[src/hdl/eeprom_pkg.sv]
`default_nettype none

package eeprom_pkg;

    localparam int ADDR_W = 11;
    localparam logic [3:0] DEV_CODE = 4'b1010; // 24Cxx device type
    localparam int QTR = 1;                    // CLK cycles per quarter bit

    typedef enum logic
    {
        OP_WRITE = 1'b0,
        OP_READ  = 1'b1
    } op_e;

    // control byte as sent on the wire, MSB first
    typedef struct packed
    {
        logic [3:0] dev_code;
        logic [2:0] page;     // address bits 10..8
        logic       rnw;
    } ctrl_fields_s;

    typedef union packed
    {
        logic [7:0]   raw;
        ctrl_fields_s fields;
    } ctrl_byte_u;

    typedef enum logic [1:0]
    {
        SLOT_ACK  = 2'd0,
        SLOT_DATA = 2'd1
    } slot_e;

    // bus sequencer states
    localparam logic [3:0] ST_IDLE    = 4'd0;
    localparam logic [3:0] ST_START   = 4'd1;
    localparam logic [3:0] ST_CTRL    = 4'd2;
    localparam logic [3:0] ST_ADDR    = 4'd3;
    localparam logic [3:0] ST_RESTART = 4'd4;
    localparam logic [3:0] ST_RDCTRL  = 4'd5;
    localparam logic [3:0] ST_DATA_IN = 4'd6;
    localparam logic [3:0] ST_WDATA   = 4'd7;
    localparam logic [3:0] ST_NACK    = 4'd8;
    localparam logic [3:0] ST_STOP    = 4'd9;
    localparam logic [3:0] ST_END     = 4'd10;

endpackage

`default_nettype wire

[src/hdl/eeprom_bit_if.sv]
`timescale 1ns/1ps
`default_nettype none

interface eeprom_bit_if;

    logic              bit_valid; // at the scl high sample point
    eeprom_pkg::slot_e bit_slot;
    logic              bit_val;
    logic              xfer_end;  // one cycle after stop
    eeprom_pkg::op_e   xfer_op;

    modport execute
    (
        output bit_valid, bit_slot, bit_val, xfer_end, xfer_op
    );

    modport result
    (
        input bit_valid, bit_slot, bit_val, xfer_end, xfer_op
    );

endinterface

`default_nettype wire

[src/hdl/eeprom_result.sv]
`timescale 1ns/1ps
`default_nettype none

module eeprom_result
(
    input  logic         CLK,
    input  logic         RESET,
    eeprom_bit_if.result bits,
    output logic [7:0]   rdata,
    output logic         done,
    output logic         ack_err
);

    logic [7:0] hold;
    logic       err_q;   // sticky, any slave nack seen

    always_ff @(posedge CLK)
    begin
        if (RESET)
        begin
            err_q   <= 1'b0;
            done    <= 1'b0;
            ack_err <= 1'b0;
        end
        else
        begin
            done <= bits.xfer_end;
            if (bits.xfer_end)
            begin
                ack_err <= err_q;
                err_q   <= 1'b0;   // fresh for the next transfer
            end
            else if (bits.bit_valid && bits.bit_slot == eeprom_pkg::SLOT_ACK)
                err_q <= err_q | bits.bit_val;
        end
    end

    always_ff @(posedge CLK)
    begin
        if (bits.bit_valid && bits.bit_slot == eeprom_pkg::SLOT_DATA)
            hold <= {hold[6:0], bits.bit_val}; // msb first
        if (bits.xfer_end && bits.xfer_op == eeprom_pkg::OP_READ)
            rdata <= hold;
    end

endmodule

`default_nettype wire

[src/flat_wrapper.sv]
// flat-port wrapper written by rule: the top's interface ports become plain ports
module eeprom_result_flat 
  (CLK, RESET, rdata, done, ack_err, bits_bit_valid, bits_bit_slot, bits_bit_val, bits_xfer_end, bits_xfer_op);
  eeprom_bit_if bits_i ();
  input  logic CLK;
  input  logic RESET;
  output logic [7:0] rdata;
  output logic done;
  output logic ack_err;
  input wire logic [$bits(bits_i.bit_valid)-1:0] bits_bit_valid;
  input wire logic [$bits(bits_i.bit_slot)-1:0] bits_bit_slot;
  input wire logic [$bits(bits_i.bit_val)-1:0] bits_bit_val;
  input wire logic [$bits(bits_i.xfer_end)-1:0] bits_xfer_end;
  input wire logic [$bits(bits_i.xfer_op)-1:0] bits_xfer_op;
  assign bits_i.bit_valid = bits_bit_valid;
  assign bits_i.bit_slot = bits_bit_slot;
  assign bits_i.bit_val = bits_bit_val;
  assign bits_i.xfer_end = bits_xfer_end;
  assign bits_i.xfer_op = bits_xfer_op;
  eeprom_result u_core (.CLK(CLK), .RESET(RESET), .bits(bits_i), .rdata(rdata), .done(done), .ack_err(ack_err));
endmodule
[config.mk]
export PLATFORM = sky130hd
export DESIGN_NAME = eeprom_result_flat
export DESIGN_NICKNAME = d
export VERILOG_FILES = /design/src/hdl/eeprom_pkg.sv /design/src/hdl/eeprom_bit_if.sv /design/src/hdl/eeprom_result.sv /design/src/flat_wrapper.sv
export SDC_FILE = /design/constraint.sdc
export NUM_CORES = 1
export LEC_CHECK = 0
export BUFFER_PORTS_ARGS = -buffer_cell sky130_fd_sc_hd__buf_2
export CAP_MARGIN = 30
export CORE_MARGIN = 2
export CORE_UTILIZATION = 30
export DETAILED_ROUTE_END_ITERATION = 6
export HOLD_SLACK_MARGIN = 0.05
export PLACE_DENSITY_LB_ADDON = 0.05
export SKIP_CTS_REPAIR_TIMING = 1
export SLEW_MARGIN = 20
export SYNTH_ARGS = -nofsm -noshare
export SYNTH_HDL_FRONTEND = slang
export SYNTH_SLANG_ARGS = --single-unit
[constraint.sdc]
create_clock -name CLK -period 2 [get_ports CLK]
set_input_delay 0.2 -clock CLK [delete_from_list [all_inputs] [get_ports CLK]]
set_output_delay 0.2 -clock CLK [all_outputs]
set_load 0.01 [all_outputs]
==> flow_metrics.env <==
export IMPL_clock_skew_ps=3.628
export IMPL_initialDrtViolationCount=3
export IMPL_status="finished, final reports clean"
export IMPL_final_max_slew_viol_count=0
export IMPL_p_switching_w=0.0001180
export IMPL_hold_class="in2reg"
export IMPL_path_clk_slew_ps=100
export IMPL_period_needed_ps=1017
export IMPL_start_util_pct=31.25
export IMPL_tns_ps=0
export IMPL_async_flop_share_pct=0
export IMPL_p_int_w=0.0005266
export IMPL_synth_simple_area_share_pct=7.083
export IMPL_path_max_fanout=1
export IMPL_grt_use_total_pct=8.632
export IMPL_synth_warnings=0
export IMPL_routed_wl_um=802
export IMPL_core_um2=1922
export IMPL_wire_per_inst_um=10.69
export IMPL_clockRootBuffer="clkbuf_4"
export IMPL_io_pins=18
export IMPL_p_clk_share_pct=27.7
export IMPL_hold_viol=0
export IMPL_ys_top_cells_by_count="16 x edfxtp_1, 3 x dfxtp_1, 2 x nor2_1"
export IMPL_place_hpwl_um=630.6
export IMPL_die_width_um=48.74
export IMPL_synth_top_area_cell="edfxtp_1"
export IMPL_grt_setup_unrepaired="no"
export IMPL_setup_viol=0
export IMPL_max_cap_violations=0
export IMPL_drive_gt1_share_pct=45.83
export IMPL_cp_start_kind="flip-flop"
export IMPL_numCtsBuffers=3
export IMPL_fmax_mhz=983.4
export IMPL_post_synth_top_count_cell="edfxtp_1"
export IMPL_finalNonFillerCells=75
export IMPL_drcViolationCount=0
export IMPL_slowest_stage="edfxtp_1"
export IMPL_power_per_cell_area_nw_per_um2=864.5
export IMPL_synthFlopType="edfxtp_1"
export IMPL_grt_pass1_wl_um=1428
export IMPL_cp_top_family="flip-flops"
export IMPL_worst_setup_path_type="reg2out"
export IMPL_slew_headroom_pct=75.87
export IMPL_tightest_slew_ps=362.0
export IMPL_peakVddDrop_uv=303.0
export IMPL_first_pass_iters=2
export IMPL_cts_tree="done"
export IMPL_ys_seq_elements=19
export IMPL_diodes=0
export IMPL_cts_sinks=19
export IMPL_post_synth_xor_area_fraction_pct=0
export IMPL_synth_compound_area_share_pct=1.250
export IMPL_first_global_vias=325
export IMPL_slowest_delay_ps=390
export IMPL_p_leak_nw=0.2842
export IMPL_cp_data_arrival_time_ps=820
export IMPL_synth_area_leaders="edfxtp_1 80%, dfxtp_1 10%, and4bb_2 2.1%, and3b_2 1.7%, mux2i_1 1.7%"
export IMPL_cts_buffer_depth=2
export IMPL_dp_cells=71
export IMPL_post_route_period_util_pct=50.85
export IMPL_synth_top_family_by_area="simple AND/OR/NAND/NOR gates"
export IMPL_yosysUniqueCellTypes=9
export IMPL_rows=16
export IMPL_htreeDepth=1
export IMPL_synth_mux_area_fraction_pct=1.667
export IMPL_synth_adder_area_share_pct=0
export IMPL_ant_nets=0
export IMPL_gp_congestion=0.5922
export IMPL_power_frac_seq_pct=68.3
export IMPL_vias=306
export IMPL_crit_buf_inv=1
export IMPL_syn_avg_cell_area_um2=22.24
export IMPL_synth_top_area_share_pct=80.00
export IMPL_die_h_um=48.74
export IMPL_viasPerCell=4.080
export IMPL_syn_inst=27
export IMPL_die_area_um2=2376
export IMPL_clock_latency_ps=280
export IMPL_syn_to_final_growth_pct=24.17
export IMPL_syn_num_nets=35
export IMPL_switching_share_pct=18.31
export IMPL_synth_seq_area_share_pct=90.00
export IMPL_p_comb_share_pct=4.0
export IMPL_synth_edf_count=16
export IMPL_antenna_found_initial=0
export IMPL_grt_ovfl_total=0
export IMPL_cp_end_kind="output pin"
export IMPL_portBuffers=17
export IMPL_critPathRequiredTime_ps=1800
export IMPL_grt_max_degree=11
export IMPL_final_nets=57
export IMPL_synthesis_area_um2=600.6
export IMPL_worstPathCellList="buf_2"
per-layer routing:
| layer | part of all wire (%) | track usage [%] | wire [um] |
|---|---|---|---|
| met4 | 2.0 | 7.143 | 16 |
| met1 | 39 | 9.350 | 315 |
| met2 | 50 | 12.79 | 402 |
| met3 | 8.2 | 4.012 | 66 |
| met5 | 0 | 0 | 0 |
flip-flops by register name (all words and copies together) (netlist names):
name and cells:
u_core.ack_err 1, u_core.rdata 8, u_core.done 1, u_core.err_q 1
u_core.hold 8
path summary, 6_finish.rpt:
kind	slack, ps	start	depth (start not counted)	end
max reg2reg	1330	u_core.hold[4]	0	u_core.rdata[4]
min	90	RESET	2	u_core.done
max	980	u_core.rdata[0]	1	rdata[0]
min reg2reg	440	u_core.hold[7]	0	u_core.rdata[7]
placed cells by master (no fill, tap or decap), drive strengths merged:
cell type,Yosys,layout
and2,1,1
and3b,1,1
and4bb,1,1
buf,0,17
clkbuf,0,4
dfxtp,3,3
edfxtp,16,16
mux2i,1,1
nor2,2,2
nor2b,1,1
o21a,1,1
through the flow:
stage          area [um2]   power, W  hold slack (ps)  setup WS (ps)  util [%]
5_1_grt             745.7  0.0006880            55.09          924.0     38.80
6_report            745.7  0.0006447            88.47          983.1     38.80
3_5_place_dp        719.4  0.0004763            394.4          951.6     37.43
4_1_cts             745.7  0.0006590            74.67          973.3     38.80
2_1_floorplan       600.6  0.0004600            271.6           1190         -
3_3_place_gp        719.4  0.0004747            388.1           1014     37.43
power by group through the flow:
stage	sequential, W	clock, W	combinational [W]
6_report	0.000440	0.000179	0.0000259
3_3_place_gp	0.000449	0	0.0000258
3_5_place_dp	0.000450	0	0.0000268
4_1_cts	0.000440	0.000192	0.0000268
2_1_floorplan	0.000452	0	0.00000809
5_1_grt	0.000442	0.000218	0.0000285
area by class of cell:
class | count | area, um2
fill | 193 | 1176
sequential | 19 | 540.5
timing repair buffer | 17 | 85.08
clock buffer | 4 | 26.28
multi-input combinational | 8 | 60.06
tap | 27 | 33.78
cells by family after synthesis:
logic type       Yosys count
flip-flops                19
multiplexers               1
AO/OA/AOI/OAI              1
AND/OR/NAND/NOR            6
Power figures use the tool's default switching activity.
