<file path="src/hdl/eeprom_pkg.sv">
`default_nettype none

package eeprom_pkg;

    localparam int ADDR_W = 11;
    localparam logic [3:0] DEV_CODE = 4'b1010; // 24Cxx device type
    localparam int QTR = 1;                    // CLK cycles per quarter bit

    typedef enum logic
    {
        OP_WRITE = 1'b0,
        OP_READ  = 1'b1
    } op_e;

    // control byte as sent on the wire, MSB first
    typedef struct packed
    {
        logic [3:0] dev_code;
        logic [2:0] page;     // address bits 10..8
        logic       rnw;
    } ctrl_fields_s;

    typedef union packed
    {
        logic [7:0]   raw;
        ctrl_fields_s fields;
    } ctrl_byte_u;

    typedef enum logic [1:0]
    {
        SLOT_ACK  = 2'd0,
        SLOT_DATA = 2'd1
    } slot_e;

    // bus sequencer states
    localparam logic [3:0] ST_IDLE    = 4'd0;
    localparam logic [3:0] ST_START   = 4'd1;
    localparam logic [3:0] ST_CTRL    = 4'd2;
    localparam logic [3:0] ST_ADDR    = 4'd3;
    localparam logic [3:0] ST_RESTART = 4'd4;
    localparam logic [3:0] ST_RDCTRL  = 4'd5;
    localparam logic [3:0] ST_DATA_IN = 4'd6;
    localparam logic [3:0] ST_WDATA   = 4'd7;
    localparam logic [3:0] ST_NACK    = 4'd8;
    localparam logic [3:0] ST_STOP    = 4'd9;
    localparam logic [3:0] ST_END     = 4'd10;

endpackage

`default_nettype wire

</file>
<file path="src/hdl/eeprom_bit_if.sv">
`timescale 1ns/1ps
`default_nettype none

interface eeprom_bit_if;

    logic              bit_valid; // at the scl high sample point
    eeprom_pkg::slot_e bit_slot;
    logic              bit_val;
    logic              xfer_end;  // one cycle after stop
    eeprom_pkg::op_e   xfer_op;

    modport execute
    (
        output bit_valid, bit_slot, bit_val, xfer_end, xfer_op
    );

    modport result
    (
        input bit_valid, bit_slot, bit_val, xfer_end, xfer_op
    );

endinterface

`default_nettype wire

</file>
<file path="src/hdl/eeprom_cmd_if.sv">
`timescale 1ns/1ps
`default_nettype none

interface eeprom_cmd_if;

    logic                   cmd_valid; // one cycle per accepted strobe
    eeprom_pkg::op_e        op;
    eeprom_pkg::ctrl_byte_u ctrl;      // rnw always 0 here
    logic [7:0]             word_addr;
    logic [7:0]             wdata;

    modport decode
    (
        output cmd_valid, op, ctrl, word_addr, wdata
    );

    modport execute
    (
        input cmd_valid, op, ctrl, word_addr, wdata
    );

endinterface

`default_nettype wire

</file>
<file path="src/hdl/eeprom_bus_execute.sv">
`timescale 1ns/1ps
`default_nettype none

module eeprom_bus_execute
(
    input  logic          CLK,
    input  logic          RESET,
    eeprom_cmd_if.execute cmd,
    eeprom_bit_if.execute bits,
    output logic          busy,
    output logic          scl,
    output logic          sda_low,
    input  logic          sda_in
);

    logic [3:0]             state;
    logic [3:0]             pre;   // quarter prescaler
    logic [1:0]             q;     // quarter within bit time
    logic [3:0]             bcnt;  // bit in byte, 8 is the ack slot
    logic [7:0]             sh;
    logic                   tick;
    logic                   byte_out;
    logic                   ack_slot;
    logic                   bit_end;
    eeprom_pkg::op_e        op_q;
    eeprom_pkg::ctrl_byte_u ctrl_q;
    eeprom_pkg::ctrl_byte_u rd_ctrl;
    logic [7:0]             addr_q;
    logic [7:0]             wdata_q;

    assign tick     = (pre == 4'(eeprom_pkg::QTR - 1));
    assign bit_end  = tick && (q == 2'd3);
    assign byte_out = (state == eeprom_pkg::ST_CTRL) || (state == eeprom_pkg::ST_ADDR) ||
                      (state == eeprom_pkg::ST_RDCTRL) || (state == eeprom_pkg::ST_WDATA);
    assign ack_slot = byte_out && (bcnt == 4'd8);

    always_comb
    begin
        rd_ctrl = ctrl_q;
        rd_ctrl.fields.rnw = 1'b1;
    end

    always_ff @(posedge CLK)
    begin
        if (RESET)
        begin
            state <= eeprom_pkg::ST_IDLE;
            pre   <= '0;
            q     <= '0;
            bcnt  <= '0;
        end
        else if (state == eeprom_pkg::ST_IDLE)
        begin
            pre  <= '0;
            q    <= '0;
            bcnt <= '0;
            if (cmd.cmd_valid)
                state <= eeprom_pkg::ST_START;
        end
        else if (state == eeprom_pkg::ST_END)
            state <= eeprom_pkg::ST_IDLE;
        else if (!tick)
            pre <= pre + 4'd1;
        else
        begin
            pre <= '0;
            q   <= q + 2'd1;
            if (q == 2'd3)
            begin
                bcnt <= bcnt + 4'd1;
                case (state)
                    eeprom_pkg::ST_START:
                    begin
                        state <= eeprom_pkg::ST_CTRL;
                        bcnt  <= '0;
                    end
                    eeprom_pkg::ST_CTRL, eeprom_pkg::ST_RDCTRL:
                        if (bcnt == 4'd8)
                        begin
                            state <= (state == eeprom_pkg::ST_CTRL) ? eeprom_pkg::ST_ADDR
                                                                    : eeprom_pkg::ST_DATA_IN;
                            bcnt  <= '0;
                        end
                    eeprom_pkg::ST_ADDR:
                        if (bcnt == 4'd8)
                        begin
                            state <= (op_q == eeprom_pkg::OP_READ) ? eeprom_pkg::ST_RESTART
                                                                  : eeprom_pkg::ST_WDATA;
                            bcnt  <= '0;
                        end
                    eeprom_pkg::ST_RESTART:
                    begin
                        state <= eeprom_pkg::ST_RDCTRL;
                        bcnt  <= '0;
                    end
                    eeprom_pkg::ST_DATA_IN:
                        if (bcnt == 4'd7)
                            state <= eeprom_pkg::ST_NACK;
                    eeprom_pkg::ST_WDATA:
                        if (bcnt == 4'd8)
                            state <= eeprom_pkg::ST_STOP;
                    eeprom_pkg::ST_NACK:  state <= eeprom_pkg::ST_STOP;
                    eeprom_pkg::ST_STOP:  state <= eeprom_pkg::ST_END;
                    default:              state <= eeprom_pkg::ST_IDLE;
                endcase
            end
        end
    end

    always_ff @(posedge CLK)
    begin
        if (state == eeprom_pkg::ST_IDLE && cmd.cmd_valid)
        begin
            op_q    <= cmd.op;
            ctrl_q  <= cmd.ctrl;
            addr_q  <= cmd.word_addr;
            wdata_q <= cmd.wdata;
        end
        if (bit_end)
        begin
            case (state)
                eeprom_pkg::ST_START:   sh <= ctrl_q.raw;
                eeprom_pkg::ST_CTRL:    sh <= (bcnt == 4'd8) ? addr_q : {sh[6:0], 1'b0};
                eeprom_pkg::ST_ADDR:    sh <= (bcnt == 4'd8) ? wdata_q : {sh[6:0], 1'b0};
                eeprom_pkg::ST_RESTART: sh <= rd_ctrl.raw;
                default:                sh <= {sh[6:0], 1'b0};
            endcase
        end
    end

    // sda moves in q0 with scl low, scl is high in q1 and q2
    always_comb
    begin
        scl     = 1'b1;
        sda_low = 1'b0;
        case (state)
            eeprom_pkg::ST_IDLE, eeprom_pkg::ST_END:
            begin
                scl     = 1'b1;
                sda_low = 1'b0;
            end
            eeprom_pkg::ST_START:
            begin
                scl     = (q != 2'd3);
                sda_low = q[1];      // falls in q2 while scl high
            end
            eeprom_pkg::ST_RESTART:
            begin
                scl     = (q == 2'd1) || (q == 2'd2);
                sda_low = q[1];
            end
            eeprom_pkg::ST_STOP:
            begin
                scl     = (q != 2'd0);
                sda_low = !q[1];     // rises in q2 while scl high
            end
            default:
            begin
                scl     = (q == 2'd1) || (q == 2'd2);
                sda_low = byte_out && !ack_slot && !sh[7];
            end
        endcase
    end

    assign bits.bit_valid = tick && (q == 2'd2) && (ack_slot || state == eeprom_pkg::ST_DATA_IN);
    assign bits.bit_slot  = (state == eeprom_pkg::ST_DATA_IN) ? eeprom_pkg::SLOT_DATA
                                                             : eeprom_pkg::SLOT_ACK;
    assign bits.bit_val   = sda_in;
    assign bits.xfer_end  = (state == eeprom_pkg::ST_END);
    assign bits.xfer_op   = op_q;
    assign busy           = (state != eeprom_pkg::ST_IDLE);

endmodule

`default_nettype wire

</file>
<file path="src/flat_wrapper.sv">
// flat-port wrapper written by rule: the top's interface ports become plain ports
module eeprom_bus_execute_flat 
  (CLK, RESET, busy, scl, sda_low, sda_in, cmd_cmd_valid, cmd_op, cmd_ctrl, cmd_word_addr, cmd_wdata, bits_bit_valid, bits_bit_slot, bits_bit_val, bits_xfer_end, bits_xfer_op);
  eeprom_cmd_if cmd_i ();
  eeprom_bit_if bits_i ();
  input  logic CLK;
  input  logic RESET;
  output logic busy;
  output logic scl;
  output logic sda_low;
  input  logic sda_in;
  input wire logic [$bits(cmd_i.cmd_valid)-1:0] cmd_cmd_valid;
  input wire logic [$bits(cmd_i.op)-1:0] cmd_op;
  input wire logic [$bits(cmd_i.ctrl)-1:0] cmd_ctrl;
  input wire logic [$bits(cmd_i.word_addr)-1:0] cmd_word_addr;
  input wire logic [$bits(cmd_i.wdata)-1:0] cmd_wdata;
  output wire logic [$bits(bits_i.bit_valid)-1:0] bits_bit_valid;
  output wire logic [$bits(bits_i.bit_slot)-1:0] bits_bit_slot;
  output wire logic [$bits(bits_i.bit_val)-1:0] bits_bit_val;
  output wire logic [$bits(bits_i.xfer_end)-1:0] bits_xfer_end;
  output wire logic [$bits(bits_i.xfer_op)-1:0] bits_xfer_op;
  assign cmd_i.cmd_valid = cmd_cmd_valid;
  assign cmd_i.op = cmd_op;
  assign cmd_i.ctrl = cmd_ctrl;
  assign cmd_i.word_addr = cmd_word_addr;
  assign cmd_i.wdata = cmd_wdata;
  assign bits_bit_valid = bits_i.bit_valid;
  assign bits_bit_slot = bits_i.bit_slot;
  assign bits_bit_val = bits_i.bit_val;
  assign bits_xfer_end = bits_i.xfer_end;
  assign bits_xfer_op = bits_i.xfer_op;
  eeprom_bus_execute u_core (.CLK(CLK), .RESET(RESET), .cmd(cmd_i), .bits(bits_i), .busy(busy), .scl(scl), .sda_low(sda_low), .sda_in(sda_in));
endmodule
</file>
<file path="config.mk">
export PLATFORM = sky130hd
export DESIGN_NAME = eeprom_bus_execute_flat
export DESIGN_NICKNAME = d
export VERILOG_FILES = /design/src/hdl/eeprom_pkg.sv /design/src/hdl/eeprom_bit_if.sv /design/src/hdl/eeprom_cmd_if.sv /design/src/hdl/eeprom_bus_execute.sv /design/src/flat_wrapper.sv
export SDC_FILE = /design/constraint.sdc
export NUM_CORES = 1
export LEC_CHECK = 0
export BUFFER_PORTS_ARGS = -buffer_cell sky130_fd_sc_hd__buf_2
export CORE_ASPECT_RATIO = 1.1
export CORE_MARGIN = 5
export CORE_UTILIZATION = 40
export CTS_CLUSTER_DIAMETER = 150
export DETAILED_ROUTE_END_ITERATION = 8
export SYNTH_ARGS = -nofsm -noshare
export SYNTH_HDL_FRONTEND = slang
export SYNTH_SLANG_ARGS = --single-unit
</file>
<file path="constraint.sdc">
create_clock -name CLK -period 3.1 [get_ports CLK]
set_clock_uncertainty 0.2 [all_clocks]
set_input_delay 0.155 -clock CLK [delete_from_list [all_inputs] [get_ports CLK]]
set_output_delay 0.155 -clock CLK [all_outputs]
set_load 0.05 [all_outputs]
</file>
==> results.py <==
metrics = {
    "clock_tree": {
        "h-tree-depth": 2,
        "clkSinkCount": 47,
        "root_buffer": "clkbuf_8",
        "worstSkewPairLatency_ns": 0.30,
        "cts_tree": "built",
        "ctsResizeCount": 0,
        "postCtsHoldBufs": 26,
        "cts_buffer_depth": 2,
        "cts_setup_buffers": 0,
        "cts_buffers": 5,
        "cts.clk_slew.worst_paths_ns": 0.09,
    },
    "route": {
        "route.detailed.drc": 0,
        "wirelength_um": 4570,
        "via_per_inst": 5.00,
        "vias": 1676,
        "drt_iter0_drc": 95,
        "ant_nets": 0,
        "drtPass1Iterations": 4,
        "avgRoutedWirePerCell_um": 13.6,
    },
    "setup_path": {
        "r2r_cells": 4,
        "ff2ff_setup_slack_ns": 0.82,
        "cp_max_fo": 19,
        "r2r-end": "u_core.state[1]$_SDFFE_PP0P_",
        "critPathArrivalTime_ns": 2.15,
        "worst_r2r_startpoint": "u_core.state[0]$_SDFFE_PP0P_",
        "cp-start-kind": "register",
        "cp.required_ns": 2.74,
        "end_kind": "output pin",
        "startpoint": "u_core.state[2]$_SDFFE_PP0P_",
        "crit_type": "register to output pin",
    },
    "grt": {
        "grt_max_degree": 26,
        "antenna_found_initial": 0,
        "grt_pass1_wl_um": 7750,
        "grt_overflow": 0,
        "grt_pass1_vias": 1584,
        "track_usage": 0.134,
    },
    "logic_synthesis": {
        "seq_area_frac_synth": 0.549,
        "ys_warn_count": 0,
        "avgSynthCellArea_um2": 11.5,
        "syn_area_mm2": 0.00232,
        "synth_ff_type": "edfxtp_1",
        "synth_cell_types": 49,
        "synthCells": 201,
        "synth-edff-count": 33,
        "ys_seq_elements": 47,
        "synthArstFlopShare": 0,
        "synth_nets": 237,
    },
    "layout": {
        "area_growth_pct": 25.1,
        "regArea_mm2": 0.00127,
        "fin_area_mm2": 0.00290,
        "final_util": 0.509,
        "multi_input_area_um2": 918,
        "nets": 293,
        "fillCellCount": 511,
        "diodes": 0,
        "drive_above_1_share": 0.213,
    },
    "die": {
        "core_area_mm2": 0.00570,
        "initial_core_util": 0.407,
        "std_cell_rows": 29,
        "die_w_um": 82.6,
        "die_y_um": 89.8,
        "io_pins": 38,
        "dieArea_mm2": 0.00742,
    },
    "pwr": {
        "powerDensity_mw_per_mm2": 721,
        "worst_ir_drop_vdd_mv": 0.393,
        "total_power_mw": 2.09,
        "p_leak_nw": 1.08,
    },
    "min_path": {
        "whs_path_depth": 0,
        "min_path_type": "primary input to output pin",
        "min_from": "sda_in",
        "hold_end": "bits_bit_val",
    },
    "timing": {
        "tns_ns": 0,
        "tightest_slew_ns": 0.736,
        "finalCriticalPeriod_ns": 2.50,
        "fmax_ghz": 0.400,
        "rsz0062_at_grt": "false",
        "slew_viol_final": 0,
        "fin_crit_sh": 0.807,
        "setup_viol": 0,
        "slew-limit-headroom": 0.509,
        "hold_viol": 0,
    },
    "placed_design": {
        "gp_congestion": 0.778,
        "hpwl_um": 3100,
        "io_buffers": 34,
        "place_area_mm2": 0.00252,
    },
    "status": {
        "status": "finished clean",
    },
    "run": {
        "drv_cap": 0,
    },
}
-- cell usage after synthesis (2+ instances only) --
cell	instances	share of area
edfxtp_1	33	0.43
dfxtp_1	14	0.12
nor2_1	13	0.021
inv_1	12	0.019
nand2_1	12	0.019
nor3_1	10	0.022
a21oi_1	9	0.019
a221o_1	7	0.030
ha_1	7	0.038
a22o_1	6	0.023
mux2i_1	6	0.026
nand3_1	6	0.013
buf_2	5	0.011
nand2b_1	5	0.013
xnor2_1	4	0.015
buf_4	3	0.0097
nand3b_1	3	0.0097
o21ai_0	3	0.0065
o22ai_1	3	0.0081
or3_1	3	0.0081
xor2_1	3	0.011
a211oi_1	2	0.0065
buf_1	2	0.0032
buf_6	2	0.0097
clkbuf_1	2	0.0032
nor3b_1	2	0.0065
o32ai_1	2	0.0076
-- flip-flops by register name, indices dropped and copies added, names as in the netlist --
register,flops
u_core.wdata_q,8
u_core.bits.xfer_op,1
u_core.ctrl_q,8
u_core.pre,4
u_core.sh,8
u_core.state,4
u_core.q,2
u_core.bcnt,4
u_core.addr_q,8
-- layout by cell type (no fill, tap or decap), types with 4 or more instances in the layout --
cell type,count
dfxtp_1,14
clkbuf_8,5
buf_2,34
nand2b_1,5
nor3_1,10
xnor2_1,4
dlygate4sd3_1,26
nand2_1,12
mux2i_1,6
ha_1,7
nor2_1,12
a221o_1,7
inv_1,12
a21oi_1,9
nand3_1,6
edfxtp_1,33
a22o_1,6
-- routing by layer --
layer,wire [µm],global-route usage,up-vias
met3,244,0.0330,7
li1,-,-,857
met2,2110,0.198,37
met4,67,0.0450,0
met1,2150,0.191,775
met5,0,0,-
-- logic make-up after synthesis --
family	Yosys count	synth area share
other	1	0.00162
AO/OA/AOI/OAI	40	0.140
flip-flops	47	0.549
XOR/XNOR	7	0.0265
buffers and inverters	26	0.0562
AND/OR/NAND/NOR	66	0.157
multiplexers	7	0.0324
adder cells (fa/ha/maj)	7	0.0378
-- critical path, stage by stage (launching register included) --
cell and delay, ns:
dfxtp_1 0.71, inv_1 0.23, o32ai_1 0.32, a211oi_1 0.11, o22ai_1 0.17, buf_2 0.29
-- worst max path at each step --
stage,endpoint,slack [ns]
global route,sda_low,0.43
detailed placement,u_core.state[1]$_SDFFE_PP0P_,0.82
floorplan,u_core.addr_q[0]$_DFFE_PP_,0.29
global placement,u_core.state[1]$_SDFFE_PP0P_,0.85
finish,sda_low,0.60
CTS,sda_low,0.60
-- power breakdown --
group | switching [mW] | internal [mW] | total, mW
registers | 0.0999 | 0.825 | 0.925
logic | 0.418 | 0.297 | 0.715
clock network | 0.206 | 0.243 | 0.449
-- per-stage QoR --
stage	hold slack, ns	setup slack (ns)	instances
finish	0.110	0.597	335
global placement	0.111	0.849	301
global route	0.110	0.429	335
floorplan	0.0539	0.291	201
detailed placement	0.111	0.816	301
CTS	0.111	0.599	335
-- area by class of cell --
cell class | instances | share of cell area
Clock buffer | 5 | 0.0237
Inverter | 12 | 0.0155
Clock inverter | 3 | 0.0160
Tap cell | 77 | 0.0332
Multi-Input combinational cell | 128 | 0.317
Timing Repair Buffer | 63 | 0.156
Sequential cell | 47 | 0.438
Power figures use the tool's default switching activity.
