$ cat src/hdl/eeprom_pkg.sv
`default_nettype none

package eeprom_pkg;

    localparam int ADDR_W = 11;
    localparam logic [3:0] DEV_CODE = 4'b1010; // 24Cxx device type
    localparam int QTR = 1;                    // CLK cycles per quarter bit

    typedef enum logic
    {
        OP_WRITE = 1'b0,
        OP_READ  = 1'b1
    } op_e;

    // control byte as sent on the wire, MSB first
    typedef struct packed
    {
        logic [3:0] dev_code;
        logic [2:0] page;     // address bits 10..8
        logic       rnw;
    } ctrl_fields_s;

    typedef union packed
    {
        logic [7:0]   raw;
        ctrl_fields_s fields;
    } ctrl_byte_u;

    typedef enum logic [1:0]
    {
        SLOT_ACK  = 2'd0,
        SLOT_DATA = 2'd1
    } slot_e;

    // bus sequencer states
    localparam logic [3:0] ST_IDLE    = 4'd0;
    localparam logic [3:0] ST_START   = 4'd1;
    localparam logic [3:0] ST_CTRL    = 4'd2;
    localparam logic [3:0] ST_ADDR    = 4'd3;
    localparam logic [3:0] ST_RESTART = 4'd4;
    localparam logic [3:0] ST_RDCTRL  = 4'd5;
    localparam logic [3:0] ST_DATA_IN = 4'd6;
    localparam logic [3:0] ST_WDATA   = 4'd7;
    localparam logic [3:0] ST_NACK    = 4'd8;
    localparam logic [3:0] ST_STOP    = 4'd9;
    localparam logic [3:0] ST_END     = 4'd10;

endpackage

`default_nettype wire

$ cat src/hdl/eeprom_cmd_if.sv
`timescale 1ns/1ps
`default_nettype none

interface eeprom_cmd_if;

    logic                   cmd_valid; // one cycle per accepted strobe
    eeprom_pkg::op_e        op;
    eeprom_pkg::ctrl_byte_u ctrl;      // rnw always 0 here
    logic [7:0]             word_addr;
    logic [7:0]             wdata;

    modport decode
    (
        output cmd_valid, op, ctrl, word_addr, wdata
    );

    modport execute
    (
        input cmd_valid, op, ctrl, word_addr, wdata
    );

endinterface

`default_nettype wire

$ cat src/hdl/eeprom_cmd_decode.sv
`timescale 1ns/1ps
`default_nettype none

module eeprom_cmd_decode
(
    input  logic                          CLK,
    input  logic                          RESET,
    input  logic                          wr,
    input  logic                          rd,
    input  logic                          busy,
    input  logic [eeprom_pkg::ADDR_W-1:0] addr,
    input  logic [7:0]                    wdata,
    eeprom_cmd_if.decode                  cmd
);

    logic accept;

    // a strobe in the cycle of cmd_valid is also dropped, busy is not up yet
    assign accept = (wr || rd) && !busy && !cmd.cmd_valid;

    always_ff @(posedge CLK)
    begin
        if (RESET)
            cmd.cmd_valid <= 1'b0;
        else
            cmd.cmd_valid <= accept;
    end

    always_ff @(posedge CLK)
    begin
        if (accept)
        begin
            cmd.op                   <= wr ? eeprom_pkg::OP_WRITE : eeprom_pkg::OP_READ; // wr wins
            cmd.ctrl.fields.dev_code <= eeprom_pkg::DEV_CODE;
            cmd.ctrl.fields.page     <= addr[eeprom_pkg::ADDR_W-1:8];
            cmd.ctrl.fields.rnw      <= 1'b0;
            cmd.word_addr            <= addr[7:0];
            cmd.wdata                <= wdata;
        end
    end

endmodule

`default_nettype wire

$ cat src/flat_wrapper.sv
// flat-port wrapper written by rule: the top's interface ports become plain ports
module eeprom_cmd_decode_flat 
  (CLK, RESET, wr, rd, busy, addr, wdata, cmd_cmd_valid, cmd_op, cmd_ctrl, cmd_word_addr, cmd_wdata);
  eeprom_cmd_if cmd_i ();
  input  logic CLK;
  input  logic RESET;
  input  logic wr;
  input  logic rd;
  input  logic busy;
  input  logic [eeprom_pkg::ADDR_W-1:0] addr;
  input  logic [7:0] wdata;
  output wire logic [$bits(cmd_i.cmd_valid)-1:0] cmd_cmd_valid;
  output wire logic [$bits(cmd_i.op)-1:0] cmd_op;
  output wire logic [$bits(cmd_i.ctrl)-1:0] cmd_ctrl;
  output wire logic [$bits(cmd_i.word_addr)-1:0] cmd_word_addr;
  output wire logic [$bits(cmd_i.wdata)-1:0] cmd_wdata;
  assign cmd_cmd_valid = cmd_i.cmd_valid;
  assign cmd_op = cmd_i.op;
  assign cmd_ctrl = cmd_i.ctrl;
  assign cmd_word_addr = cmd_i.word_addr;
  assign cmd_wdata = cmd_i.wdata;
  eeprom_cmd_decode u_core (.CLK(CLK), .RESET(RESET), .wr(wr), .rd(rd), .busy(busy), .addr(addr), .wdata(wdata), .cmd(cmd_i));
endmodule
$ cat config.mk
export PLATFORM = sky130hd
export DESIGN_NAME = eeprom_cmd_decode_flat
export DESIGN_NICKNAME = d
export VERILOG_FILES = /design/src/hdl/eeprom_pkg.sv /design/src/hdl/eeprom_cmd_if.sv /design/src/hdl/eeprom_cmd_decode.sv /design/src/flat_wrapper.sv
export SDC_FILE = /design/constraint.sdc
export NUM_CORES = 1
export LEC_CHECK = 0
export BUFFER_PORTS_ARGS = -buffer_cell sky130_fd_sc_hd__clkbuf_2
export CAP_MARGIN = 20
export CORE_MARGIN = 4
export CORE_UTILIZATION = 34
export CTS_CLUSTER_SIZE = 16
export DETAILED_ROUTE_END_ITERATION = 8
export PLACE_DENSITY = 0.81
export SLEW_MARGIN = 20
export SYNTH_ARGS = -nofsm -noshare
export SYNTH_HDL_FRONTEND = slang
export SYNTH_SLANG_ARGS = --single-unit
export TNS_END_PERCENT = 1
$ cat constraint.sdc
create_clock -name CLK -period 2.3 [get_ports CLK]
set_input_delay 0 -clock CLK [delete_from_list [all_inputs] [get_ports CLK]]
set_output_delay 0 -clock CLK [all_outputs]
set_load 0.05 [all_outputs]
==> out/results.env, run 1 <==
RUN_STATUS='complete, no violations'
MULTI_INPUT_COMB_AREA_UM2=45.0
POWER.SEQUENTIAL.FRACTION_PCT=57.3
CTS.CLK_SLEW.WORST_PATHS_PS=110
POSTROUTEWIRELENGTH_UM=1370
POST-ROUTE-DRC-COUNT=0
DIE_H_UM=53.1
R2R_START='u_core.cmd.cmd_valid'
POWER_REPORT.INTERNAL_TOTAL_mW=0.562
GRT_OVERFLOW=0
RRSETUPSLACK_PS=1050
WORST_CASE_CLOCK_BUFFER_DEPTH=2
SYNTH.YOSYS.SEQ_AREA_SHARE_PCT=89.9
RSZ0062_AT_GRT='false'
CLOCKPOWERSHARE_PCT=20.8
DESIGN_POWER_TOTAL_mW=0.785
SETUP.WORST_PATH.END_CLASS='flip-flop'
FINALSETUPVIOLATIONS=0
SWSHARE_PCT=28.3
HOLD_DEPTH=3
FILLCELLCOUNT=165
SETUP_SLACK_PS=1040
SYNTH_CELL_TYPE_COUNT=8
CRIT_FANOUT=2
FLOORPLAN.IO_PINS=50
FINAL_PERIOD_UTIL_PCT=54.7
CRITICAL_PATH_ARRIVAL_PS=1440
ANTENNA_CELLS_INSERTED=0
TIMING.RR.END='u_core.cmd.cmd_valid'
CRIT_PATH_START_KIND='primary input'
MAPPEDNETLISTAREA_UM2=691
DRT-PASS1-ITER-COUNT=1
GP_CONGESTION=0.592
SYNTHESIS.INSTANCES=32
FINAL_LAYOUT_SIZE_SUFFIX_GT1_SHARE_PCT=50.5
WIRE_PER_INST_UM=10.7
CORE.ROWCOUNT=16
NUMBER_OF_DRC_VIOLATIONS_AFTER_DETAILED_ROUTING_ITERATION_0=0
CLOCK_INSERTION_DELAY_WORST_SKEW_PS=290
TIMING.FINAL.HOLD_VIOLATIONS=0
POWER.DENSITY_nW_PER_UM2=666
SETUP_TOTAL_NEGATIVE_SLACK_PS=0
GRT.TOTAL_USAGE_PCT=9.65
MAX_CAP_VIOLATIONS=0
YOSYS.AREA.TOP_TYPE='edfxtp_1'
CRITICAL_PATH_REQUIRED_PS=2480
CORE_UM2=1940
HTREE_LEVELS=1
LAYOUT.CELL_AREA.NON_FILLER_UM2=1180
AREA_GROWTH_PCT=70.7
PINS_OVER_SLEW_LIMIT=0
LAYOUT.CORE_UTILIZATION_PCT=60.7
HOLDWS_PS=253
INITIAL_CORE_UTIL_PCT=35.6
TIMING.HOLD.WORST_ENDPOINT='u_core.cmd.word_addr[1]'
CTS-ROOT-BUF='clkbuf_4'
FMAX_GHz=0.795
GRT_START_MAX_NET_PINS=21
COMB_POWER_SHARE_PCT=21.9
GRT_FIRST_PASS_WIRELENGTH_UM=1880
PLACE.DETAILED.INSTANCES=102
FF2FF_PATH_DEPTH=2
AREA.SEQUENTIAL_UM2=621
AREA_CONTRIBUTORS_POST_SYNTH='edfxtp_1 87%, buf_4 5.4%, dfxtp_1 2.9%'
POSTSYNTHAREAPERCELL_UM2=21.6
ROUTE.ANTENNA.REMAINING_NETS=0
YS.WARNINGS.COUNT=0
PLACEMENT.SETUP.WORST_SLACK_PS=1190
P_LEAK_nW=0.525
CLOCK-SKEW-FINAL_PS=2.51
SYNTHDOMINANTCELLAREASHARE_PCT=87.0
WORST_HOLD_PATH_TYPE='primary input to flip-flop'
FP.DIEW_UM=53.1
SWITCHINGPOWER_mW=0.222
GRT_ANTENNA_BEFORE_REPAIR=0
SYNTH.FF_LATCH_COUNT=21
SOURCE_OF_THE_WORST_HOLD_TIMING_PATH='busy'
PATH_CLASS='primary input to flip-flop'
CLOCK-SINKS=21
GRT_PASS1_VIAS=456
OVERALL_DIE_AREA_UM2=2820
MAX-VDD-IR-DROP_V=0.000377
AVGVIACOUNTPERCELL=3.84
DP.FINAL_HPWL_UM=953
LAYOUT.CELLS.NON_FILLER=128
CTS_MADE_BUFFERS=3
TRITONCTS='built'
PLACE_AREA_UM2=931
NETS=126
PLACEMENT.IO_BUFFERS=44
PERIOD_MINUS_SLACK_PS=1260
POST_CTS.REPAIR.SETUP_BUFFERS=0
DR_TOTAL_VIAS=492
## power by group through the flow
stage,clock (mW),combinational [mW],sequential [mW]
CTS,0.171,0.172,0.450
global placement,0,0.142,0.458
floorplan,0,0.0341,0.533
detailed placement,0,0.143,0.459
global route,0.184,0.181,0.452
finish,0.163,0.172,0.450
## kinds of logic (layout without fill, tap and decap cells)
kind of cell	count (synthesis)	in the layout	share of synthesized area (%)
simple gates	3	3	3.08
flops	21	21	89.9
other cells	2	5	1.09
buf+inv	6	72	5.98
## cell usage in the layout (no fill, tap or decap), drive strengths merged
cell type and n:
clkbuf 47, dlygate4sd3 22, edfxtp 20, conb 5
inv 1, nor2 1, nor3 1, nor4 1
clkinv 1, buf 1, dfxtp 1
## how the worst max path moves through the flow
stage	startpoint	to	slack (ps)	cells after the start
after floorplan	u_core.cmd.cmd_valid	u_core.cmd.ctrl[1]	480	1
after global placement	u_core.cmd.cmd_valid	u_core.cmd.word_addr[2]	1220	2
after detailed placement	u_core.cmd.cmd_valid	u_core.cmd.word_addr[2]	1190	2
after CTS	u_core.cmd.cmd_valid	u_core.cmd.cmd_valid	1030	2
after global routing	u_core.cmd.cmd_valid	u_core.cmd.cmd_valid	980	2
final	wr	u_core.cmd.cmd_valid	1040	5
## state kept, by name (all words and copies together) (netlist names)
name,flops
u_core.cmd.cmd_valid,1
u_core.cmd.ctrl,3
u_core.cmd.op,1
u_core.cmd.wdata,8
u_core.cmd.word_addr,8
## Yosys cell counts
cell type	count
inv_1	1
buf_4	5
nor4_2	1
nor3_1	1
edfxtp_1	20
dfxtp_1	1
conb_1	2
nor2_1	1
## metal layers
| layer | global-route usage [%] | vias up | share of wire [%] |
|---|---|---|---|
| met5 | 0 | - | 0 |
| met4 | 3.83 | 0 | 0 |
| met3 | 2.82 | 0 | 10 |
| met2 | 19.0 | 28 | 57 |
| met1 | 9.06 | 220 | 33 |
| li1 | - | 244 | - |
## area by class of cell
cell class	instances	area share (%)
Sequential cell	21	52.7
Timing Repair Buffer	67	38.0
Multi-Input combinational cell	8	3.82
Tap cell	27	2.87
Clock buffer	3	1.91
Clock inverter	1	0.425
Inverter	1	0.318
## timing repair
action	in CTS	in global routing
gates resized for setup	0	0
endpoints found under the hold margin	21	0
hold buffers	22	0
## critical path: stages
cell	delay, ps
dlygate4sd3_1	530
clkbuf_2	110
nor2_1	190
nor4_2	60
dlygate4sd3_1	560
Note: power is estimated with default switching activity, not from simulation.
==> inputs of run 2 (changes only) <==
--- a/config.mk
+++ b/config.mk
@@ -5,13 +5,14 @@
 export SDC_FILE = /design/constraint.sdc
 export NUM_CORES = 1
 export LEC_CHECK = 0
+export ABC_AREA = 1
 export BUFFER_PORTS_ARGS = -buffer_cell sky130_fd_sc_hd__clkbuf_2
 export CAP_MARGIN = 20
 export CORE_MARGIN = 4
-export CORE_UTILIZATION = 34
+export CORE_UTILIZATION = 35
 export CTS_CLUSTER_SIZE = 16
 export DETAILED_ROUTE_END_ITERATION = 8
-export PLACE_DENSITY = 0.81
+export PLACE_DENSITY = 0.82
 export SLEW_MARGIN = 20
 export SYNTH_ARGS = -nofsm -noshare
 export SYNTH_HDL_FRONTEND = slang
==> constraint.sdc (replaced) <==
create_clock -name CLK -period 1.1 [get_ports CLK]
set_input_delay 0 -clock CLK [delete_from_list [all_inputs] [get_ports CLK]]
set_output_delay 0 -clock CLK [all_outputs]
set_load 0.05 [all_outputs]
==> run 2 against run 1 <==
The run now ends with setup timing left. Setup slack worse by 1000 ps. Final cell count up 3.1%. Design area up 6.7%. Critical endpoint is now u_core.cmd.op. Highest routed layer is now met4.
==> out/results.env, run 2 <==
WORST_CASE_CLOCK_BUFFER_DEPTH=2
CORE.ROWCOUNT=15
FLOORPLAN.IO_PINS=50
GRT.TOTAL_USAGE_PCT=12.1
PLACEMENT.IO_BUFFERS=44
INITIAL_CORE_UTIL_PCT=38.6
MAX_CAP_VIOLATIONS=0
CLOCK-SINKS=21
GRT_FIRST_PASS_WIRELENGTH_UM=2390
CRITICAL_PATH_ARRIVAL_PS=1130
AREA_GROWTH_PCT=79.1
FP.DIEW_UM=52.8
RUN_STATUS='finished, violations left'
HOLDWS_PS=130
RSZ0062_AT_GRT='true'
PLACE.DETAILED.INSTANCES=104
YOSYS-MUX-AREA-FRACTION_PCT=0
CTS.CLK_SLEW.WORST_PATHS_PS=120
YOSYS.AREA.TOP_TYPE='edfxtp_1'
FINAL_LAYOUT_SIZE_SUFFIX_GT1_SHARE_PCT=55.1
FAILING_CHECKS='setup timing'
HOLD_DEPTH=6
CRITICAL_PATH_REQUIRED_PS=1130
MOSTFREQUENTLAYOUTCELLS='43 x clkbuf_2, 22 x dlygate4sd3_1, 20 x edfxtp_1, 5 x conb_1, 3 x clkbuf_4'
YS.FLOP_TYPE='edfxtp_1'
FMAX_GHz=0.905
PINS_OVER_SLEW_LIMIT=0
SYNTH_CELL_TYPE_COUNT=8
R2R_START='u_core.cmd.cmd_valid'
SETUP_SLACK_PS=-5.54
CTS-ROOT-BUF='clkbuf_4'
WIRE_PER_INST_UM=11.9
OVERALL_DIE_AREA_UM2=2790
CORE_UM2=1820
ANTENNA_CELLS_INSERTED=0
MAX-VDD-IR-DROP_V=0.00121
RRSETUPSLACK_PS=10
SYNTHDOMINANTCELLAREASHARE_PCT=85.6
AREA_SHARE_OF_XOR_XNOR_CELLS_IN_THE_SYNTHESIZED_DESIGN_PCT=0
COMPOUND_GATE_FRACTION_OF_SYNTH_AREA_PCT=0
GRT_ANTENNA_BEFORE_REPAIR=0
FF2FF_PATH_DEPTH=4
PATH_CLASS='primary input to flip-flop'
TIMING.HOLD.WORST_ENDPOINT='u_core.cmd.cmd_valid'
LAYOUT.CELLS.NON_FILLER=132
AVGVIACOUNTPERCELL=3.97
TOP_REGS='u_core.cmd.wdata: 8 flops, u_core.cmd.word_addr: 8 flops, u_core.cmd.ctrl: 3 flops'
SYNTH_ADDER_AREA_SHARE_PCT=0
TIMING.RR.END='u_core.cmd.op'
EDFF_COUNT_SYNTH=20
CTS_MADE_BUFFERS=3
TRITONCTS='built'
POWER.DENSITY_nW_PER_UM2=1350
TIMING.FINAL.HOLD_VIOLATIONS=0
PERIOD_MINUS_SLACK_PS=1110
SYNTH.CELLS.MOST_FREQUENT='20 x edfxtp_1, 5 x buf_4'
SIMPLE_GATE_SHARE_OF_THE_SYNTHESIZED_AREA_PCT=3.57
DP.FINAL_HPWL_UM=1040
MAPPEDNETLISTAREA_UM2=702
SYNTH.FF_LATCH_COUNT=21
CLOCK_INSERTION_DELAY_WORST_SKEW_PS=290
POST-ROUTE-DRC-COUNT=0
GRT_OVERFLOW=0
YS.WARNINGS.COUNT=0
SETUP.WORST_PATH.END_CLASS='flip-flop'
CLOCK-SKEW-FINAL_PS=3.41
FINAL_PERIOD_UTIL_PCT=101
SYNTHESIS.INSTANCES=35
FINAL_COMMON_CELL='clkbuf_2'
P_LEAK_nW=0.562
DRT-PASS1-ITER-COUNT=2
YOSYSMOSTFREQUENTCELL='edfxtp_1'
SYNTH_TOP_FAMILY_BY_AREA='buffers and inverters'
SOURCE_OF_THE_WORST_HOLD_TIMING_PATH='rd'
SYNTH.YOSYS.SEQ_AREA_SHARE_PCT=88.4
GRT_START_MAX_NET_PINS=13
DR_TOTAL_VIAS=524
CRIT_FANOUT=5
ROUTE.ANTENNA.REMAINING_NETS=0
NUMBER_OF_DRC_VIOLATIONS_AFTER_DETAILED_ROUTING_ITERATION_0=1
WORST_HOLD_PATH_TYPE='primary input to flip-flop'
GRT_PASS1_VIAS=591
NETS=132
POSTSYNTH.ASYNCRESETSHARE_PCT=0
POSTROUTEWIRELENGTH_UM=1580
GP_CONGESTION=0.636
PLACEMENT.SETUP.WORST_SLACK_PS=30.6
DIE_H_UM=52.8
CRIT_PATH_START_KIND='primary input'
HTREE_LEVELS=1
AREA_CONTRIBUTORS_POST_SYNTH='edfxtp_1 86%, buf_4 5.3%, dfxtp_1 2.9%'
FINALSETUPVIOLATIONS=5
POSTSYNTHAREAPERCELL_UM2=20.1
run 2: worst max path at each step:
stage                               from                      end  cells after the start
floorplan           u_core.cmd.cmd_valid       u_core.cmd.ctrl[1]                      3
global placement    u_core.cmd.cmd_valid  u_core.cmd.word_addr[3]                      4
detailed placement  u_core.cmd.cmd_valid       u_core.cmd.ctrl[1]                      4
CTS                 u_core.cmd.cmd_valid      u_core.cmd.wdata[7]                      4
global route                        busy            u_core.cmd.op                      6
finish                              busy            u_core.cmd.op                      6
run 2: power by group:
part / internal [mW] / switching [mW] / total (mW)
sequential: 0.928 / 0.0121 / 0.940
clock: 0.135 / 0.222 / 0.358
combinational: 0.143 / 0.263 / 0.405
total: 1.21 / 0.497 / 1.70
run 2: worst max-delay path, stage by stage:
cell           delay (ps)
dlygate4sd3_1         530
clkbuf_2              120
nor2_4                120
nand2_4                60
clkinvlp_4            140
clkbuf_16             160
run 2: cell families (layout without fill, tap and decap cells):
group / count (synthesis) / count (layout)
AND/OR/NAND/NOR: 4 / 4
buffers and inverters: 8 / 77
other: 2 / 5
flip-flops: 21 / 21
run 2: metal layers:
metal	track usage, %	routed length (um)	part of all wire, %
met1	11.4	603	38
met2	21.3	705	45
met3	6.84	244	15
met4	5.11	24	1.5
met5	0	0	0
run 2: cell type report:
type / instances / area [um^2]
tap: 25 / 31.3
fill: 130 / 563
clock inverter: 1 / 5.00
inverter: 3 / 15.0
sequential: 21 / 624
multi-input combinational: 9 / 53.8
timing repair buffer: 70 / 505
clock buffer: 3 / 22.5
run 2: repair_timing:
action                                  4_1_cts  5_1_grt
gates resized for setup                       0        7
hold buffers                                 22        0
buffers inserted                              0        1
endpoints found under the hold margin        21        0
endpoints found under the setup margin        0       20
run 2: stage by stage:
stage	total power, mW	util [%]	instance area, um^2	setup TNS, ps
after floorplan	1.19	-	721	-1680
after global placement	1.26	52.2	950	0
after detailed placement	1.27	52.2	950	0
after CTS	1.68	65.8	1200	0
after global routing	1.78	69.1	1260	-312
final	1.70	69.1	1260	-27.0
==> inputs of run 3 (changes only) <==
--- a/config.mk
+++ b/config.mk
@@ -6,13 +6,12 @@
 export NUM_CORES = 1
 export LEC_CHECK = 0
 export ABC_AREA = 1
-export BUFFER_PORTS_ARGS = -buffer_cell sky130_fd_sc_hd__clkbuf_2
 export CAP_MARGIN = 20
-export CORE_MARGIN = 4
-export CORE_UTILIZATION = 35
+export CORE_UTILIZATION = 40
 export CTS_CLUSTER_SIZE = 16
 export DETAILED_ROUTE_END_ITERATION = 8
-export PLACE_DENSITY = 0.82
+export DONT_BUFFER_PORTS = 1
+export PLACE_DENSITY = 0.65
 export SLEW_MARGIN = 20
 export SYNTH_ARGS = -nofsm -noshare
 export SYNTH_HDL_FRONTEND = slang
==> run 3 against run 2 <==
Sequential cell count did not move. The flow finishes with violations (DRC). Setup slack better by 52 ps. Global-route usage grew 3.1 points. Largest cell class unchanged. Combinational power down 60%. Clock skew rose by 2.1 ps. Die area fell by 31%. Sequential share of layout area rose by 13 points. Non-clock buffer count is 45 lower.
==> out/results.env, run 3 (synthesis results as in run 2) <==
POWER.DENSITY_nW_PER_UM2=1610
ANTENNA_CELLS_INSERTED=0
FAILING_CHECKS='DRC'
FF2FF_PATH_DEPTH=4
CTS-ROOT-BUF='clkbuf_4'
WORST_CASE_CLOCK_BUFFER_DEPTH=2
WIRE_PER_INST_UM=15.3
PERIOD_MINUS_SLACK_PS=1050
CLOCKPOWERSHARE_PCT=21.0
POWER_REPORT.INTERNAL_TOTAL_mW=1.15
FILLCELLCOUNT=113
FINAL_LAYOUT_SIZE_SUFFIX_GT1_SHARE_PCT=21.0
RSZ0062_AT_GRT='false'
TIMING.FINAL.HOLD_VIOLATIONS=0
AVGVIACOUNTPERCELL=4.87
DIE_H_UM=43.9
NUMBER_OF_DRC_VIOLATIONS_AFTER_DETAILED_ROUTING_ITERATION_0=11
GRT_FIRST_PASS_WIRELENGTH_UM=1790
FLOORPLAN.IO_PINS=50
DR_TOTAL_VIAS=380
DRT-PASS1-ITER-COUNT=8
AREA_GROWTH_PCT=41.0
GRT_PASS1_VIAS=395
CRITICAL_PATH_REQUIRED_PS=1110
NETS=87
GRT_OVERFLOW=0
POWER.SEQUENTIAL.FRACTION_PCT=68.7
PLACEMENT.IO_BUFFERS=0
GRT_ANTENNA_BEFORE_REPAIR=0
WORST_HOLD_PATH_TYPE='primary input to flip-flop'
RRSETUPSLACK_PS=50
GRT.BUSIEST_LAYER='met2'
POSTROUTEWIRELENGTH_UM=1190
GROUTE.LAYER.MET3.USAGE_PCT=11.3
MET2_USAGE_PCT=26.9
GRT.TOTAL_USAGE_PCT=15.2
CRITICAL_PATH_ARRIVAL_PS=1060
P_LEAK_nW=0.361
HTREE_LEVELS=1
DP.FINAL_HPWL_UM=700
FINAL_PERIOD_UTIL_PCT=95.8
PLACE.DETAILED.INSTANCES=52
GRT_START_MAX_NET_PINS=21
CRIT_FANOUT=20
CLOCK_INSERTION_DELAY_WORST_SKEW_PS=290
CORE_UM2=1580
POST-ROUTE-DRC-COUNT=3
LAYOUT.CELLS.NON_FILLER=78
MOSTFREQUENTLAYOUTCELLS='22 x dlygate4sd3_1, 20 x edfxtp_1, 5 x conb_1, 3 x clkbuf_4'
INITIAL_CORE_UTIL_PCT=44.5
HOLDWS_PS=82.6
CLOCK-SINKS=21
COMB_POWER_SHARE_PCT=10.3
SWSHARE_PCT=27.8
RUN_STATUS='finished, violations left'
FMAX_GHz=0.949
CRIT_PATH_START_KIND='flip-flop'
USE_MET1_PCT=10.3
SWITCHINGPOWER_mW=0.442
PINS_OVER_SLEW_LIMIT=0
GP_CONGESTION=0.700
FP.DIEW_UM=43.9
FINAL_COMMON_CELL='dlygate4sd3_1'
HOLD_DEPTH=5
FINALSETUPVIOLATIONS=0
TRITONCTS='built'
CTS.CLK_SLEW.WORST_PATHS_PS=100
POST_CTS.REPAIR.SETUP_BUFFERS=0
OVERALL_DIE_AREA_UM2=1930
TOP_REGS='u_core.cmd.wdata: 8 flops, u_core.cmd.word_addr: 8 flops, u_core.cmd.ctrl: 3 flops'
PATH_CLASS='flip-flop to flip-flop'
CTS_MADE_BUFFERS=3
MAX_CAP_VIOLATIONS=0
CORE.ROWCOUNT=14
CLOCK-SKEW-FINAL_PS=5.49
SETUP.WORST_PATH.END_CLASS='flip-flop'
MAX-VDD-IR-DROP_V=0.00112
ROUTE.ANTENNA.REMAINING_NETS=0
==> run 3: layout make-up <==
type | instances | area (um^2) | area share [%]
tap | 16 | 20.0 | 2.02
multi-input combinational | 9 | 48.8 | 4.93
clock buffer | 4 | 26.3 | 2.65
timing repair buffer | 25 | 255 | 25.8
sequential | 21 | 624 | 63.1
inverter | 3 | 15.0 | 1.52
==> run 3: repair_timing <==
item                                   in CTS  in global routing
hold buffers                               22                  0
setup endpoints to repair                   0                 20
resized for setup                           0                  1
endpoints found under the hold margin      21                  0
==> run 3: routing by layer <==
| layer | vias to the layer above | share of wire (%) |
|---|---|---|
| met4 | 0 | 1.6 |
| met2 | 39 | 55 |
| li1 | 165 | - |
| met3 | 4 | 15 |
| met1 | 172 | 29 |
| met5 | - | 0 |
==> run 3: final timing paths <==
check	to	start
max	u_core.cmd.wdata[1]	u_core.cmd.cmd_valid
min	u_core.cmd.cmd_valid	rd
max reg2reg	u_core.cmd.wdata[1]	u_core.cmd.cmd_valid
min reg2reg	u_core.cmd.cmd_valid	u_core.cmd.cmd_valid
==> run 3: stage by stage <==
| step | util [%] | area [um^2] | setup slack [ps] | TNS, ps | total power, mW |
|---|---|---|---|---|---|
| finish | 62.8 | 990 | 46.3 | 0 | 1.59 |
| global placement | 46.8 | 738 | 102 | 0 | 1.20 |
| CTS | 62.5 | 985 | 27.0 | 0 | 1.60 |
| detailed placement | 46.8 | 738 | 54.2 | 0 | 1.20 |
| floorplan | - | 721 | -84.0 | -1680 | 1.19 |
| global route | 62.8 | 990 | 11.2 | 0 | 1.66 |
==> run 3: power by group through the flow <==
stage          Clock [mW]  Combinational [mW]  Sequential (mW)
3_5_place_dp            0              0.0957             1.11
3_3_place_gp            0              0.0928             1.11
4_1_cts             0.348               0.159             1.09
6_report            0.334               0.163             1.09
2_1_floorplan           0              0.0773             1.11
5_1_grt             0.396               0.172             1.10
==> run 3: critical path: stages (launching register included) <==
cell	delay (ps)
dfxtp_4	360
nor2_4	80
nand2_2	80
clkinvlp_4	90
buf_12	150
